## src/hw/fb_axi_pkg.sv

```systemverilog
package fb_axi_pkg;

  // frame-buffer bus sizing
  localparam int fb_addr_bits = 10;
  localparam int fb_data_bits = 16;
  localparam int fb_words = 768;

  // cycles from an accepted read address to rvalid
  localparam int fb_read_latency = 2;

  localparam logic [1:0] resp_okay = 2'b00;

  // read address channel, driven by the master
  typedef struct packed {
    logic [fb_addr_bits-1:0] araddr;
    logic                    arvalid;
  } axi_ar_t;

  // read data channel, driven by the slave
  // the master always takes data, so no rready
  typedef struct packed {
    logic [fb_data_bits-1:0] rdata;
    logic [1:0]              rresp;
    logic                    rvalid;
  } axi_r_t;

  // host side load port into the frame buffer
  typedef struct packed {
    logic                    we;
    logic [fb_addr_bits-1:0] addr;
    logic [fb_data_bits-1:0] data;
  } fb_write_t;

endpackage

```

## src/hw/vga_timing_pkg.sv

```systemverilog
package vga_timing_pkg;

  // reduced display mode, swap these for 640x480
  localparam int h_visible = 32;
  localparam int h_front_porch = 2;
  localparam int h_sync_pulse = 4;
  localparam int h_back_porch = 2;
  localparam int h_whole_line = 40;

  localparam int v_visible = 24;
  localparam int v_front_porch = 1;
  localparam int v_sync_pulse = 2;
  localparam int v_back_porch = 2;
  localparam int v_whole_frame = 29;

  // raster counter widths
  localparam int x_bits = 6;
  localparam int y_bits = 5;

  localparam int pixel_bits = 12;

  // what the stream remembers about a slot while its read is in flight
  typedef struct packed {
    logic                                visible;
    logic                                vsync;
    logic                                hsync;
    logic [fb_axi_pkg::fb_addr_bits-1:0] addr;
  } pixel_meta_t;

  // one pixel as handed to the consumer
  typedef struct packed {
    logic                                visible;
    logic                                hsync;
    logic                                vsync;
    logic [fb_axi_pkg::fb_addr_bits-1:0] addr;
    logic [pixel_bits-1:0]               color;
  } pixel_out_t;

endpackage

```

## src/hw/vga_sync.sv

```systemverilog
module vga_sync (
  input  logic                              clk,
  input  logic                              reset,
  input  logic                              advance,
  output logic                              visible,
  output logic                              hsync,
  output logic                              vsync,
  output logic [vga_timing_pkg::x_bits-1:0] column,
  output logic [vga_timing_pkg::y_bits-1:0] row
);
  import vga_timing_pkg::*;

  localparam logic [x_bits-1:0] column_last = x_bits'(h_whole_line - 1);
  localparam logic [y_bits-1:0] row_last = y_bits'(v_whole_frame - 1);

  // both sync pulses begin right after the front porch
  localparam logic [x_bits-1:0] hsync_start = x_bits'(h_visible + h_front_porch);
  localparam logic [x_bits-1:0] hsync_end =
    x_bits'(h_visible + h_front_porch + h_sync_pulse);
  localparam logic [y_bits-1:0] vsync_start = y_bits'(v_visible + v_front_porch);
  localparam logic [y_bits-1:0] vsync_end =
    y_bits'(v_visible + v_front_porch + v_sync_pulse);

  localparam logic [x_bits-1:0] column_visible = x_bits'(h_visible);
  localparam logic [y_bits-1:0] row_visible = y_bits'(v_visible);

  logic column_wrap;
  logic row_wrap;

  assign column_wrap = (column == column_last);
  assign row_wrap = (row == row_last);

  // column moves once per advance
  always_ff @(posedge clk) begin
    if (reset) begin
      column <= '0;
    end else if (advance) begin
      if (column_wrap) begin
        column <= '0;
      end else begin
        column <= column + 1'b1;
      end
    end
  end

  // row steps at the end of each line
  always_ff @(posedge clk) begin
    if (reset) begin
      row <= '0;
    end else if (advance && column_wrap) begin
      if (row_wrap) begin
        row <= '0;
      end else begin
        row <= row + 1'b1;
      end
    end
  end

  // active high syncs, decoded straight from the counters
  always_comb begin
    visible = (column < column_visible) && (row < row_visible);
    hsync = (column >= hsync_start) && (column < hsync_end);
    vsync = (row >= vsync_start) && (row < vsync_end);
  end

endmodule

```

## src/hw/sync_fifo.sv

```systemverilog
module sync_fifo #(
  parameter type data_t = logic [7:0],
  parameter int depth_log2 = 3,
  parameter int almost_full_margin = 2
) (
  input  logic  clk,
  input  logic  reset,
  input  logic  w_inc,
  input  data_t w_data,
  output logic  w_full,
  output logic  w_almost_full,
  input  logic  r_inc,
  output data_t r_data,
  output logic  r_empty
);

  localparam int depth = 1 << depth_log2;
  localparam logic [depth_log2:0] depth_count = (depth_log2 + 1)'(depth);
  localparam logic [depth_log2:0] margin_count = (depth_log2 + 1)'(almost_full_margin);

  data_t mem [depth];

  // pointers carry one extra wrap bit to tell full from empty
  logic [depth_log2:0] wr_ptr;
  logic [depth_log2:0] rd_ptr;
  logic [depth_log2:0] used;
  logic [depth_log2:0] free_space;
  logic                do_write;
  logic                do_read;

  assign used = wr_ptr - rd_ptr;
  assign free_space = depth_count - used;

  assign w_full = (used == depth_count);
  assign w_almost_full = (free_space <= margin_count);
  assign r_empty = (wr_ptr == rd_ptr);

  assign do_write = w_inc && !w_full;
  assign do_read = r_inc && !r_empty;

  always_ff @(posedge clk) begin
    if (do_write) begin
      mem[wr_ptr[depth_log2-1:0]] <= w_data;
    end
  end

  always_ff @(posedge clk) begin
    if (reset) begin
      wr_ptr <= '0;
      rd_ptr <= '0;
    end else begin
      if (do_write) begin
        wr_ptr <= wr_ptr + 1'b1;
      end
      if (do_read) begin
        rd_ptr <= rd_ptr + 1'b1;
      end
    end
  end

  // head entry is always on show
  assign r_data = mem[rd_ptr[depth_log2-1:0]];

endmodule

```

## src/hw/vga_fb_pixel_stream.sv

```systemverilog
module vga_fb_pixel_stream (
  input  logic                       clk,
  input  logic                       reset,
  input  logic                       enable,
  output fb_axi_pkg::axi_ar_t        ar,
  input  logic                       arready,
  input  fb_axi_pkg::axi_r_t         r,
  output vga_timing_pkg::pixel_out_t pixel,
  output logic                       pixel_valid
);
  import vga_timing_pkg::*;
  import fb_axi_pkg::*;

  typedef enum logic {
    idle,
    reading
  } read_state_t;

  logic              slot_visible;
  logic              slot_hsync;
  logic              slot_vsync;
  logic [x_bits-1:0] slot_column;
  logic [y_bits-1:0] slot_row;
  logic              advance;

  logic [fb_addr_bits-1:0] slot_addr;
  pixel_meta_t             slot_meta;

  pixel_meta_t meta_p1;
  logic        advance_p1;
  logic        enable_p1;

  read_state_t             state;
  read_state_t             next_state;
  logic                    read_ok;
  logic                    read_start;
  logic                    read_start_p1;
  logic                    read_accepted;
  logic                    arvalid_q;
  logic [fb_addr_bits-1:0] araddr_q;

  logic        fifo_almost_full;
  logic        fifo_empty;
  logic        fifo_pop;
  pixel_meta_t fifo_head;

  // visible slots only move on once their read is under way
  assign advance = !fifo_almost_full && (read_start || (!slot_visible && enable));

  vga_sync sync_i (
    .clk    (clk),
    .reset  (reset),
    .advance(advance),
    .visible(slot_visible),
    .hsync  (slot_hsync),
    .vsync  (slot_vsync),
    .column (slot_column),
    .row    (slot_row)
  );

  // address is formed in blanking too, it simply never gets read
  assign slot_addr = fb_addr_bits'(h_visible) * fb_addr_bits'(slot_row)
                   + fb_addr_bits'(slot_column);

  assign slot_meta = '{
    visible: slot_visible,
    vsync:   slot_vsync,
    hsync:   slot_hsync,
    addr:    slot_addr
  };

  // one stage to break up the multiply
  always_ff @(posedge clk) begin
    meta_p1 <= slot_meta;
  end

  always_ff @(posedge clk) begin
    if (reset) begin
      advance_p1 <= 1'b0;
      enable_p1 <= 1'b0;
    end else begin
      advance_p1 <= advance;
      enable_p1 <= enable;
    end
  end

  assign read_ok = enable_p1 && meta_p1.visible && !fifo_almost_full;
  assign read_accepted = arvalid_q && arready;

  // a new read may only start once the previous address is taken
  always_comb begin
    next_state = state;
    read_start = 1'b0;
    case (state)
      idle: begin
        if (read_ok) begin
          next_state = reading;
          read_start = 1'b1;
        end
      end
      reading: begin
        if (read_accepted) begin
          if (read_ok) begin
            read_start = 1'b1;
          end else begin
            next_state = idle;
          end
        end
      end
    endcase
  end

  always_ff @(posedge clk) begin
    if (reset) begin
      state <= idle;
      read_start_p1 <= 1'b0;
      arvalid_q <= 1'b0;
    end else begin
      state <= next_state;
      read_start_p1 <= read_start;
      if (read_start_p1) begin
        arvalid_q <= 1'b1;
      end else if (read_accepted) begin
        arvalid_q <= 1'b0;
      end
    end
  end

  // meta_p1 still holds the slot whose read started last cycle
  always_ff @(posedge clk) begin
    if (read_start_p1) begin
      araddr_q <= meta_p1.addr;
    end
  end

  assign ar = '{araddr: araddr_q, arvalid: arvalid_q};

  sync_fifo #(
    .data_t            (pixel_meta_t),
    .depth_log2        (3),
    .almost_full_margin(2)
  ) meta_fifo_i (
    .clk          (clk),
    .reset        (reset),
    .w_inc        (advance_p1),
    .w_data       (meta_p1),
    .w_full       (),
    .w_almost_full(fifo_almost_full),
    .r_inc        (fifo_pop),
    .r_data       (fifo_head),
    .r_empty      (fifo_empty)
  );

  // blanking slots leave at once, visible ones wait for their data
  assign fifo_pop = !fifo_empty && (!fifo_head.visible || r.rvalid);

  always_ff @(posedge clk) begin
    if (reset) begin
      pixel_valid <= 1'b0;
    end else begin
      pixel_valid <= fifo_pop;
    end
  end

  always_ff @(posedge clk) begin
    if (fifo_pop) begin
      pixel <= '{
        visible: fifo_head.visible,
        hsync:   fifo_head.hsync,
        vsync:   fifo_head.vsync,
        addr:    fifo_head.addr,
        color:   fifo_head.visible ? r.rdata[pixel_bits-1:0] : '0
      };
    end
  end

endmodule

```

## config.mk

```make
export PLATFORM = sky130hd
export DESIGN_NAME = vga_fb_pixel_stream
export DESIGN_NICKNAME = d
export VERILOG_FILES = /design/src/hw/fb_axi_pkg.sv /design/src/hw/vga_timing_pkg.sv /design/src/hw/vga_sync.sv /design/src/hw/sync_fifo.sv /design/src/hw/vga_fb_pixel_stream.sv
export SDC_FILE = /design/constraint.sdc
export NUM_CORES = 1
export LEC_CHECK = 0
export ABC_AREA = 1
export BUFFER_PORTS_ARGS = -buffer_cell sky130_fd_sc_hd__buf_2
export CORE_UTILIZATION = 25
export CTS_BUF_LIST = sky130_fd_sc_hd__clkbuf_16
export DETAILED_ROUTE_END_ITERATION = 8
export PLACE_DENSITY = 0.49
export SLEW_MARGIN = 5
export SYNTH_ARGS = -nofsm -noshare
export SYNTH_HDL_FRONTEND = slang
export SYNTH_HIERARCHICAL = 1
export SYNTH_SLANG_ARGS = --single-unit
```

## constraint.sdc

```tcl
create_clock -name clk -period 4.52 [get_ports clk]
set_input_delay 1.13 -clock clk [delete_from_list [all_inputs] [get_ports clk]]
set_output_delay 1.13 -clock clk [all_outputs]
set_load 0.02 [all_outputs]
```

# Word level (Yosys, flattened, before mapping)
# Memory sizes are Yosys's and may differ from the RTL's. A register that Yosys moved wholly into a read port is not among the register bits.
# Cells that the tools add are included.
[op_classes] add_sub_neg=7 magnitude_cmp=7 n_eq_ne=4 n_mux=13 n_bitwise=1 reduce_logical=20
[ops] op="$logic_and A1 B1 Y1" n=12
[ops] op="$lt A6 B6 Y1 const B" n=2
[ops] op="$add A10 B6 Y10" n=1
[ops] op="$lt A5 B5 Y1 const B" n=2
[ops] op="$add A4 B1 Y4 const B" n=2
[ops] op="$mux W1" n=7
[ops] op="$add A6 B1 Y6 const B" n=1
[ops] op="$eq A6 B6 Y1 const B" n=1
[ops] op="$ge A6 B6 Y1 const B" n=1
[ops] op="$mux W3" n=2
[ops] op="$mux W6" n=1
[ops] op="$add A5 B1 Y5 const B" n=1
[ops] op="$eq A5 B5 Y1 const B" n=1
[ops] op="$ge A5 B5 Y1 const B" n=1
[ops] op="$logic_not A1 Y1" n=5
[ops] op="$mux W5" n=1
[ops] op="$eq A4 B4 Y1" n=1
[ops] op="$eq A4 B4 Y1 const B" n=1
[ops] op="$le A4 B2 Y1 const B" n=1
[ops] op="$pmux W1 S2" n=2
[ops] op="$sub A4 B4 Y4" n=1
[ops] op="$sub A4 B4 Y4 const A" n=1
[ops] op="$logic_or A1 B1 Y1" n=2
[ops] op="$reduce_bool A2 Y1" n=1
[ops] op="$not A1 Y1" n=1
[totals] regBits=73 ram_bits=104 in_bits=23 out_inout_bits=37 elab_cells=73 memories=1
[memory_table] memory="meta_fifo_i.mem" words=8 word_bits=13 read_ports=1 rd_ports_with_merged_regs=1 write_ports=1 line="sync_fifo.sv:21" rtl="data_t mem [depth];"

# Depth between registers and ports, before layout
# Gate-level depths: netlist (run 1).
[logic_depth] word_depth=11 depth_mapped=18 mapped_depth_nobuf=18

# Hierarchy
# The synthesis (run 1) kept the hierarchy.
[modules_own_cells] module="sync_fifo" instances=1 cells_each=419 area_per_inst_um2=4812.1
[modules_own_cells] module="vga_fb_pixel_stream" instances=1 cells_each=107 area_per_inst_um2=1696.6
[modules_own_cells] module="vga_sync" instances=1 cells_each=89 area_per_inst_um2=610.6

# Worst setup path after synthesis (run 1)
# OpenSTA, ideal clock, no wires.
[synth_timing] path_type="in2reg" from="input port r[0] (netlist name)" to="register (tool-made name)" setup_ns=0.116 t_arrival_ns=2.967 required_time_ns=4.404 setup_slack_ns=1.436 stages=7 path_buffers=0 cell_sequence="inv_1 -> a21oi_1 -> nand2_2 -> inv_2 -> nand2_1 -> nand2_1 -> nor2_1"
[synth_rtl] item="start: declaration" line="vga_fb_pixel_stream.sv:7" rtl="input fb_axi_pkg::axi_r_t r,"

# Final worst setup path (run 1)
[layout_timing] from="register meta_fifo_i.wr_ptr[0]" to="memory meta_fifo_i/mem[0][8] (netlist name), enable pin"
[layout_via] elab_chain_len=6
[layout_rtl] item="start: declaration" line="sync_fifo.sv:24" rtl="logic [depth_log2:0] wr_ptr;"
[layout_rtl] item="start signal: assignment" line="sync_fifo.sv:53" rtl="wr_ptr <= wr_ptr + 1'b1;"
[layout_rtl] item="$sub A4 B4 Y4" line="sync_fifo.sv:31" rtl="assign used = wr_ptr - rd_ptr;"
[layout_rtl] item="$eq A4 B4 Y1" line="sync_fifo.sv:34" rtl="assign w_full = (used == depth_count);"
[layout_rtl] item="$logic_not A1 Y1" line="sync_fifo.sv:38" rtl="assign do_write = w_inc && !w_full;"
[layout_rtl] item="$logic_and A1 B1 Y1" line="sync_fifo.sv:38"
[layout_rtl] item="$mux W1" line="sync_fifo.sv:42" rtl="if (do_write) begin"
[layout_rtl] item="$mux W1 (not written as such)" line="sync_fifo.sv:43" rtl="mem[wr_ptr[depth_log2-1:0]] <= w_data;"
[layout_rtl] item="end: declaration" line="sync_fifo.sv:21"
# Parallel ways exist; a longest one is shown, timed or not.

==> flow_summary.yaml, run 1 <==
run_status:
  outcome: "finished, final reports clean"
drt:
  drt-pass1-iter-count: 5
  drc: 0
  antenna_left: 0
  wl_per_cell_um: 13.7
  routed_wl_um: 14600
  viasPerCell: 4.09
  vias: 4358
  first_iter_violations: 365
min_path:
  min_path_type: "reg -> reg"
  min_path_cells: 0
floorplan:
  dieArea_um2: 29100
  core_area_um2: 27900
  rows: 61
  die_w_um: 171
  ios: 60
  die_h_um: 171
  start_util_pct: 25.5
timing:
  tightest_slew_ps: 949
  hold_viol_final: 0
  tns_ps: 0
  fin_crit_sh_pct: 67.8
  max_freq_ghz: 0.326
  maxSlewViolCount: 0
  skew_ps: 8.70
  rsz0062_at_grt: "false"
  relSlewSlack_pct: 36.6
  fin_crit_ps: 3060
  setup_viol_count_final: 0
  hold-worst-slack_ps: 392
cts:
  tritoncts: "built"
  cts-root-buf: "clkbuf_16"
  cts.sink_count: 180
  clk_pin_slew_worst_paths_ps: 70
  post-cts-setup-buffers: 0
  cts-buffers-inserted: 17
  insertion_delay_ps: 420
  hold_buffers: 0
  cts.htree.levels: 4
  clockBufferDepth: 2
  ctsResizeCount: 0
cells_and_area:
  drive_gt1_share_pct: 17.0
  syn2layout_area_growth_pct: 18.2
  fin_nets: 712
  diodes: 0
  final_cell_count_no_fill: 1066
power:
  ir_worst_vdd_mv: 0.255
  leakage_nw: 3.12
  p_per_area_nw_per_um2: 457
worst_setup_path:
  crit_required_ps: 4560
  crit_type: "reg -> reg"
  crit_arrival_ps: 3100
  startpoint_type: "flop"
  ff2ff_setup_slack_ps: 1460
  crit_fanout: 13
  r2r_cells: 9
  endpoint: "meta_fifo_i/mem[0][8]"
  startpoint: "meta_fifo_i/wr_ptr[0]"
  timing.rr.end: "meta_fifo_i/mem[0][8]"
  r2r_start: "meta_fifo_i/wr_ptr[0]"
  endpoint_kind: "flop"
global_route:
  grt_pass1_vias: 3867
  grt_pass1_wl_um: 22300
  overflow: 0
  grt_max_degree: 53
  track_usage_pct: 10.5
  antenna_found_initial: 0
place:
  gp_congestion: 0.730
  port_buffers: 53
  dp_hpwl_um: 8800
  placed_cells_incl_taps: 1034
logic_synthesis:
  yosysWarnings: 6
  syn_inst: 614
  synth_area_um2: 7120
  syn_avg_cell_area_um2: 11.6
  syn_nets: 651
run:
  maxCapViolations: 0
per-layer routing:
| layer | global-route usage (%) | up-vias | part of all wire (%) |
|---|---|---|---|
| met5 | 0 | - | 0 |
| met2 | 16.6 | 78 | 47 |
| met4 | 4.31 | 0 | 1.3 |
| li1 | - | 2219 | - |
| met1 | 14.0 | 2051 | 48 |
| met3 | 2.11 | 10 | 3.5 |
where the power goes:
part	internal, mW	switching, mW	total (mW)
clock	0.819	0.621	1.44
sequential	1.89	0.0521	1.94
combinational	0.145	0.318	0.463
through the flow:
stage               power (mW)  worst slack (ps)  cell area (µm²)  utilization [%]
floorplan                 2.31              1440             7120                -
global placement          2.45              1420             7830             28.1
detailed placement        2.45              1400             7830             28.1
CTS                       3.90              1380             8410             30.2
global route              4.03              1210             8410             30.2
finish                    3.84              1460             8410             30.2
layout by cell type (no fill, tap or decap), types with 10 or more instances in the layout:
cell / n
buf_2: 53
a31oi_1: 12
o21ai_1: 12
edfxtp_1: 139
o21ai_0: 46
nand2_1: 95
nand3_1: 14
dfxtp_1: 41
ha_1: 13
a21oi_1: 29
nor2_1: 97
inv_1: 51
clkbuf_16: 17
buf_4: 10
cell type report:
class                      count  area, µm²
clock buffer                  17        425
multi-input combinational    358       1820
tap                          378        473
sequential                   180       4990
fill                        2844      19400
timing repair buffer          63        340
inverter                      55        208
clock inverter                15        154
critical path: stages (launching register included):
cell and delay [ps]:
dfxtp_1 400, inv_1 110, ha_1 230, fa_1 500
ha_1 220, inv_1 90, nor2_4 50, nand3_2 200
nand3_4 130, nor2_2 740
flip-flops by register name, indices dropped and copies added, names as in the netlist, named ones only:
register	flops
meta_fifo_i/mem	104
meta_p1	13
sync_i/row	5
araddr_q	10
pixel_valid	1
state	1
enable_p1	1
sync_i/column	6
arvalid_q	1
pixel	25
read_start_p1	1
meta_fifo_i/wr_ptr	4
advance_p1	1
meta_fifo_i/rd_ptr	4
worst min path at each step:
stage,start,end,slack (ps)
6_report,sync_i/column[0],meta_p1[0],390
5_1_grt,sync_i/column[0],meta_p1[0],400
4_1_cts,sync_i/column[0],meta_p1[0],390
3_5_place_dp,sync_i/column[0],meta_p1[0],380
3_3_place_gp,sync_i/column[0],meta_p1[0],380
2_1_floorplan,sync_i/column[3],meta_p1[3],360
Note: power is estimated with default switching activity, not from simulation.
==> inputs of run 2 (changes only) <==
--- a/config.mk
+++ b/config.mk
@@ -10,7 +10,7 @@
 export CORE_UTILIZATION = 25
 export CTS_BUF_LIST = sky130_fd_sc_hd__clkbuf_16
 export DETAILED_ROUTE_END_ITERATION = 8
-export PLACE_DENSITY = 0.49
+export PLACE_DENSITY = 0.5
 export SLEW_MARGIN = 5
 export SYNTH_ARGS = -nofsm -noshare
 export SYNTH_HDL_FRONTEND = slang
==> constraint.sdc (replaced) <==
create_clock -name clk -period 2.8 [get_ports clk]
set_input_delay 0.7 -clock clk [delete_from_list [all_inputs] [get_ports clk]]
set_output_delay 0.7 -clock clk [all_outputs]
set_load 0.02 [all_outputs]
==> flow_summary.yaml, run 2 (synthesis gave the netlist of run 1 again) <==
timing:
  relSlewSlack_pct: 57.5
  hold-worst-slack_ps: 393
  fin_crit_sh_pct: 93.1
  tightest_slew_ps: 636
  maxSlewViolCount: 0
  tns_ps: 0
  rsz0062_at_grt: "false"
  hold_viol_final: 0
  setup_viol_count_final: 0
  max_freq_ghz: 0.384
  fin_crit_ps: 2610
  final.setup.worst_slack_ps: 194
  skew_ps: 8.12
cts:
  insertion_delay_ps: 420
  post-cts-setup-buffers: 0
  cts-root-buf: "clkbuf_16"
  cts-buffers-inserted: 17
  clockBufferDepth: 2
  cts.htree.levels: 4
  clk_pin_slew_worst_paths_ps: 60
  hold_buffers: 0
  cts.sink_count: 180
  tritoncts: "built"
drt:
  drt-pass1-iter-count: 4
  first_iter_violations: 261
  wl_per_cell_um: 13.7
  routed_wl_um: 14800
  vias: 4376
  antenna_left: 0
  viasPerCell: 4.05
  drc: 0
global_route:
  grt_max_degree: 39
  antenna_found_initial: 0
  overflow: 0
  track_usage_pct: 10.6
  grt_pass1_wl_um: 22800
  grt_pass1_vias: 4139
place:
  gp_congestion: 0.725
  pre_cts_slack_ps: 21.0
  dp_hpwl_um: 9390
  placed_cells_incl_taps: 1049
  port_buffers: 53
  dpl-instance-area_um2: 7980
cells_and_area:
  layout_common_cells: "edfxtp_1 (139), nor2_1 (96), nand2_1 (93)"
  final_cell_area_um2: 8630
  fin_util_pct: 31.0
  seqCellArea_um2: 4990
  fill_cells: 2807
  diodes: 0
  final_common_cell: "edfxtp_1"
  largest_reg_flops: 104
  multi_input_area_um2: 1850
  syn2layout_area_growth_pct: 21.3
  drive_gt1_share_pct: 19.3
  final_cell_count_no_fill: 1081
  fin_nets: 727
worst_setup_path:
  endpoint_kind: "flop"
  crit_required_ps: 3110
  crit_type: "reg -> reg"
  startpoint_type: "flop"
  crit_fanout: 6
  crit_arrival_ps: 2920
run:
  maxCapViolations: 0
min_path:
  min_path_type: "reg -> reg"
power:
  ir_worst_vdd_mv: 0.374
  leakage_nw: 3.22
  total_power_mw: 6.42
  p_per_area_nw_per_um2: 744
run_status:
  outcome: "finished, final reports clean"
floorplan:
  rows: 61
  die_w_um: 171
  dieArea_um2: 29100
  start_util_pct: 25.5
  die_h_um: 171
  ios: 60
  core_area_um2: 27900
run 2: changes by cell type in the layout (fill, tap and decap cells not counted), sizes merged:
cell,change
clkinv,-5
buf,+15
clkinvlp,+2
bufinv,+2
inv,+1
run 2: metal layers:
layer	wire [µm]	GRT usage, %
met1	7390	14.1
met2	6930	17.1
met3	365	1.87
met5	0	0
met4	107	4.11
run 2: final timing paths:
kind / end / slack (ps) / cells after the start / start
max: sync_i/row[3] / 190 / 15 / meta_fifo_i/wr_ptr[0]
min: meta_p1[0] / 390 / 0 / sync_i/column[0]
max reg2reg: sync_i/row[3] / 190 / 15 / meta_fifo_i/wr_ptr[0]
min reg2reg: meta_p1[0] / 390 / 0 / sync_i/column[0]
run 2: where the power goes:
group          internal [mW]  leakage [nW]  total, mW  switching, mW
registers               3.05          1.59       3.13         0.0791
clock network           1.49         0.298       2.46          0.977
logic                  0.279          1.33      0.822          0.543
run 2: repair_timing:
item                       in CTS  in global routing
setup endpoints to repair       0                  9
gates resized for setup         0                 12
hold endpoints to repair        0                  0
run 2: worst max-delay path, cell delays in order (launching register included):
cell and delay [ps]:
dfxtp_1 320, inv_1 60, ha_2 200, fa_2 600, inv_1 50, ha_1 180, o22ai_2 180, nor2_2 70
nor2_2 120, nand2_2 90, nand2_4 110, nand3_4 90, inv_1 110, nand2_1 110, o21ai_2 160, nor2_1 60
run 2: final cells by class:
cell class	instances	share of cell area [%]
flip-flops and latches	180	57.9
multi-input cells	358	21.4
repair buffers	78	5.68
well taps	378	5.48
clock buffers	17	4.93
inverters	55	2.41
clock inverters	15	2.16
==> inputs of run 3 (changes only) <==
--- a/config.mk
+++ b/config.mk
@@ -5,12 +5,11 @@
 export SDC_FILE = /design/constraint.sdc
 export NUM_CORES = 1
 export LEC_CHECK = 0
-export ABC_AREA = 1
 export BUFFER_PORTS_ARGS = -buffer_cell sky130_fd_sc_hd__buf_2
 export CORE_UTILIZATION = 25
 export CTS_BUF_LIST = sky130_fd_sc_hd__clkbuf_16
 export DETAILED_ROUTE_END_ITERATION = 8
-export PLACE_DENSITY = 0.5
+export PLACE_DENSITY = 0.49
 export SLEW_MARGIN = 5
 export SYNTH_ARGS = -nofsm -noshare
 export SYNTH_HDL_FRONTEND = slang
==> constraint.sdc (replaced) <==
create_clock -name clk -period 3.2 [get_ports clk]
set_input_delay 0.8 -clock clk [delete_from_list [all_inputs] [get_ports clk]]
set_output_delay 0.8 -clock clk [all_outputs]
set_load 0.02 [all_outputs]
==> flow_summary.yaml, run 3 <==
run_status:
  outcome: "finished, final reports clean"
timing:
  maxSlewViolCount: 0
  final.setup.worst_slack_ps: 213
  setup_viol_count_final: 0
  fin_crit_ps: 2990
  hold-worst-slack_ps: 416
  fin_crit_sh_pct: 93.3
  rsz0062_at_grt: "false"
  skew_ps: 10.2
  max_freq_ghz: 0.335
  relSlewSlack_pct: 50.2
  hold_viol_final: 0
  tightest_slew_ps: 746
place:
  port_buffers: 53
  pre_cts_slack_ps: -65.3
  dp_hpwl_um: 8560
  gp_congestion: 0.768
power:
  pwr-share-clk_pct: 42.9
  p_sw_mw: 1.05
  total_power_mw: 4.76
  p_per_area_nw_per_um2: 564
  power_frac_comb_pct: 3.6
  sw_frac_of_total_pct: 22.1
  leakage_nw: 2.71
  ir_worst_vdd_mv: 0.356
  internal_power_mw: 3.71
  pwr-share-seq_pct: 53.5
worst_setup_path:
  max_stage_delay_ps: 510
  r2r_cells: 12
  cp_slowest_cell: "fa_1"
  cpMostUsedCell: "ha_1"
  crit_required_ps: 3510
  r2r_start: "meta_fifo_i/wr_ptr[0]"
  endpoint_kind: "flop"
  cp.depth: 12
  crit_family: "adder cells"
  ff2ff_setup_slack_ps: 210
  crit_arrival_ps: 3300
  crit_type: "reg -> reg"
  crit_buf_inv: 1
  path_cells: "inv_1, ha_1, fa_1, ha_1, and2_2, o22ai_2, nor3_2, nand3b_4, o22ai_4, and4_1, a21oi_1, a2111oi_1"
  crit_fanout: 6
  timing.rr.end: "sync_i/column[5]"
  startpoint_type: "flop"
logic_synthesis:
  ys_ff_latch: 180
  synthXorXnorAreaFrac_pct: 1.36
  synth_most_common_cell: "edfxtp_1"
  syn_nets: 439
  synth-simple-area-share_pct: 7.72
  synth_top_area_share_pct: 59.5
  synth_seq_area_share_pct: 71.2
  ys.flop_type: "edfxtp_1"
  synth_enable_flop_cells: 139
  syn_avg_cell_area_um2: 17.5
  async_flop_share_pct: 0
  synth_top_cell_by_area: "edfxtp_1"
  synth_commonest_cells: "edfxtp_1 (139), dfxtp_1 (41), mux4_2 (26)"
  synth_area_leaders: "edfxtp_1 (59%), dfxtp_1 (12%), mux4_2 (8.3%)"
  synth_cell_types: 59
  syn_inst: 402
  synth_top_family_by_area: "multiplexers"
  yosysWarnings: 6
  synth_area_um2: 7020
  synthAdderAreaFrac_pct: 2.60
  synth-compound-area-share_pct: 4.07
  synth.area.mux_share_pct: 11.2
floorplan:
  dieArea_um2: 28700
  die_w_um: 170
  ios: 60
  core_area_um2: 27300
  start_util_pct: 25.7
  die_h_um: 170
  rows: 60
cts:
  cts.sink_count: 180
  post-cts-setup-buffers: 0
  cts.htree.levels: 4
  tritoncts: "built"
  clk_pin_slew_worst_paths_ps: 80
  insertion_delay_ps: 430
  hold_buffers: 0
  cts-root-buf: "clkbuf_16"
  cts-buffers-inserted: 17
  clockBufferDepth: 2
cells_and_area:
  final_common_cell: "edfxtp_1"
  fill_cells: 2687
  multi_input_area_um2: 1940
  diodes: 0
  syn2layout_area_growth_pct: 20.3
  seqCellArea_um2: 5000
  drive_gt1_share_pct: 33.5
  fin_nets: 516
  largest_reg_flops: 104
  layout_common_cells: "edfxtp_1 (139), buf_2 (53), dfxtp_1 (40)"
global_route:
  track_usage_pct: 10.3
  antenna_found_initial: 0
  grt_pass1_vias: 3858
  overflow: 0
  grt_max_degree: 32
  grt_pass1_wl_um: 21600
run:
  maxCapViolations: 0
drt:
  viasPerCell: 4.20
  drc: 0
  drt-pass1-iter-count: 4
  vias: 3630
  wl_per_cell_um: 16.1
  routed_wl_um: 14000
  first_iter_violations: 163
  antenna_left: 0
min_path:
  holdPathEnd: "meta_p1[0]"
  min_path_type: "reg -> reg"
  min_path_cells: 0
  hold_path.startpoint: "sync_i/column[0]"
[run 3: layer usage]
metal	track usage (%)	wire, µm
met5	0	0
met4	4.00	174
met3	2.26	395
met2	17.1	6890
met1	13.0	6490
[run 3: repair_timing]
| item | 4_1_cts | 5_1_grt |
|---|---|---|
| cloned | 0 | 0 |
| resized for setup | 1 | 6 |
| setup endpoints to repair | 2 | 8 |
[run 3: cell families (layout without fill, tap and decap cells)]
| logic type | Yosys count | after routing |
|---|---|---|
| mux | 44 | 44 |
| flops | 180 | 180 |
| xor+xnor | 10 | 10 |
| fa+ha+maj | 14 | 14 |
| simple gates | 86 | 86 |
| compound gates | 40 | 40 |
| buf+inv | 28 | 118 |
[run 3: worst max-delay path by stage]
stage                               start                to  slack [ps]
detailed placement  meta_fifo_i/wr_ptr[1]  sync_i/column[5]         -70
floorplan           meta_fifo_i/wr_ptr[0]     sync_i/row[3]          80
CTS                 meta_fifo_i/wr_ptr[1]  sync_i/column[5]          50
finish              meta_fifo_i/wr_ptr[0]  sync_i/column[5]         210
global route        meta_fifo_i/wr_ptr[0]  sync_i/column[5]          30
global placement    meta_fifo_i/wr_ptr[1]  sync_i/column[5]          90
[run 3: power by group through the flow]
stage	sequential [mW]	clock (mW)	combinational, mW
3_3_place_gp	2.60	0	0.163
2_1_floorplan	2.62	0	0.0874
5_1_grt	2.55	2.20	0.189
6_report	2.55	2.04	0.171
4_1_cts	2.55	2.10	0.168
3_5_place_dp	2.60	0	0.167
[run 3: stage by stage]
step,setup TNS (ps),cell area (µm²),utilization [%],std cells
after floorplan,0,7030,-,402
after global placement,0,7840,28.8,832
after detailed placement,-79.1,7840,28.8,832
after CTS,0,8410,30.9,864
after global routing,0,8440,31.0,864
final,0,8440,31.0,864
[run 3: layout make-up]
type,count,share of cell area [%]
Sequential cell,180,59.2
Multi-Input combinational cell,194,22.9
Tap cell,372,5.51
Inverter,13,0.578
Clock inverter,13,1.22
Clock buffer,19,5.63
Timing Repair Buffer,73,4.92
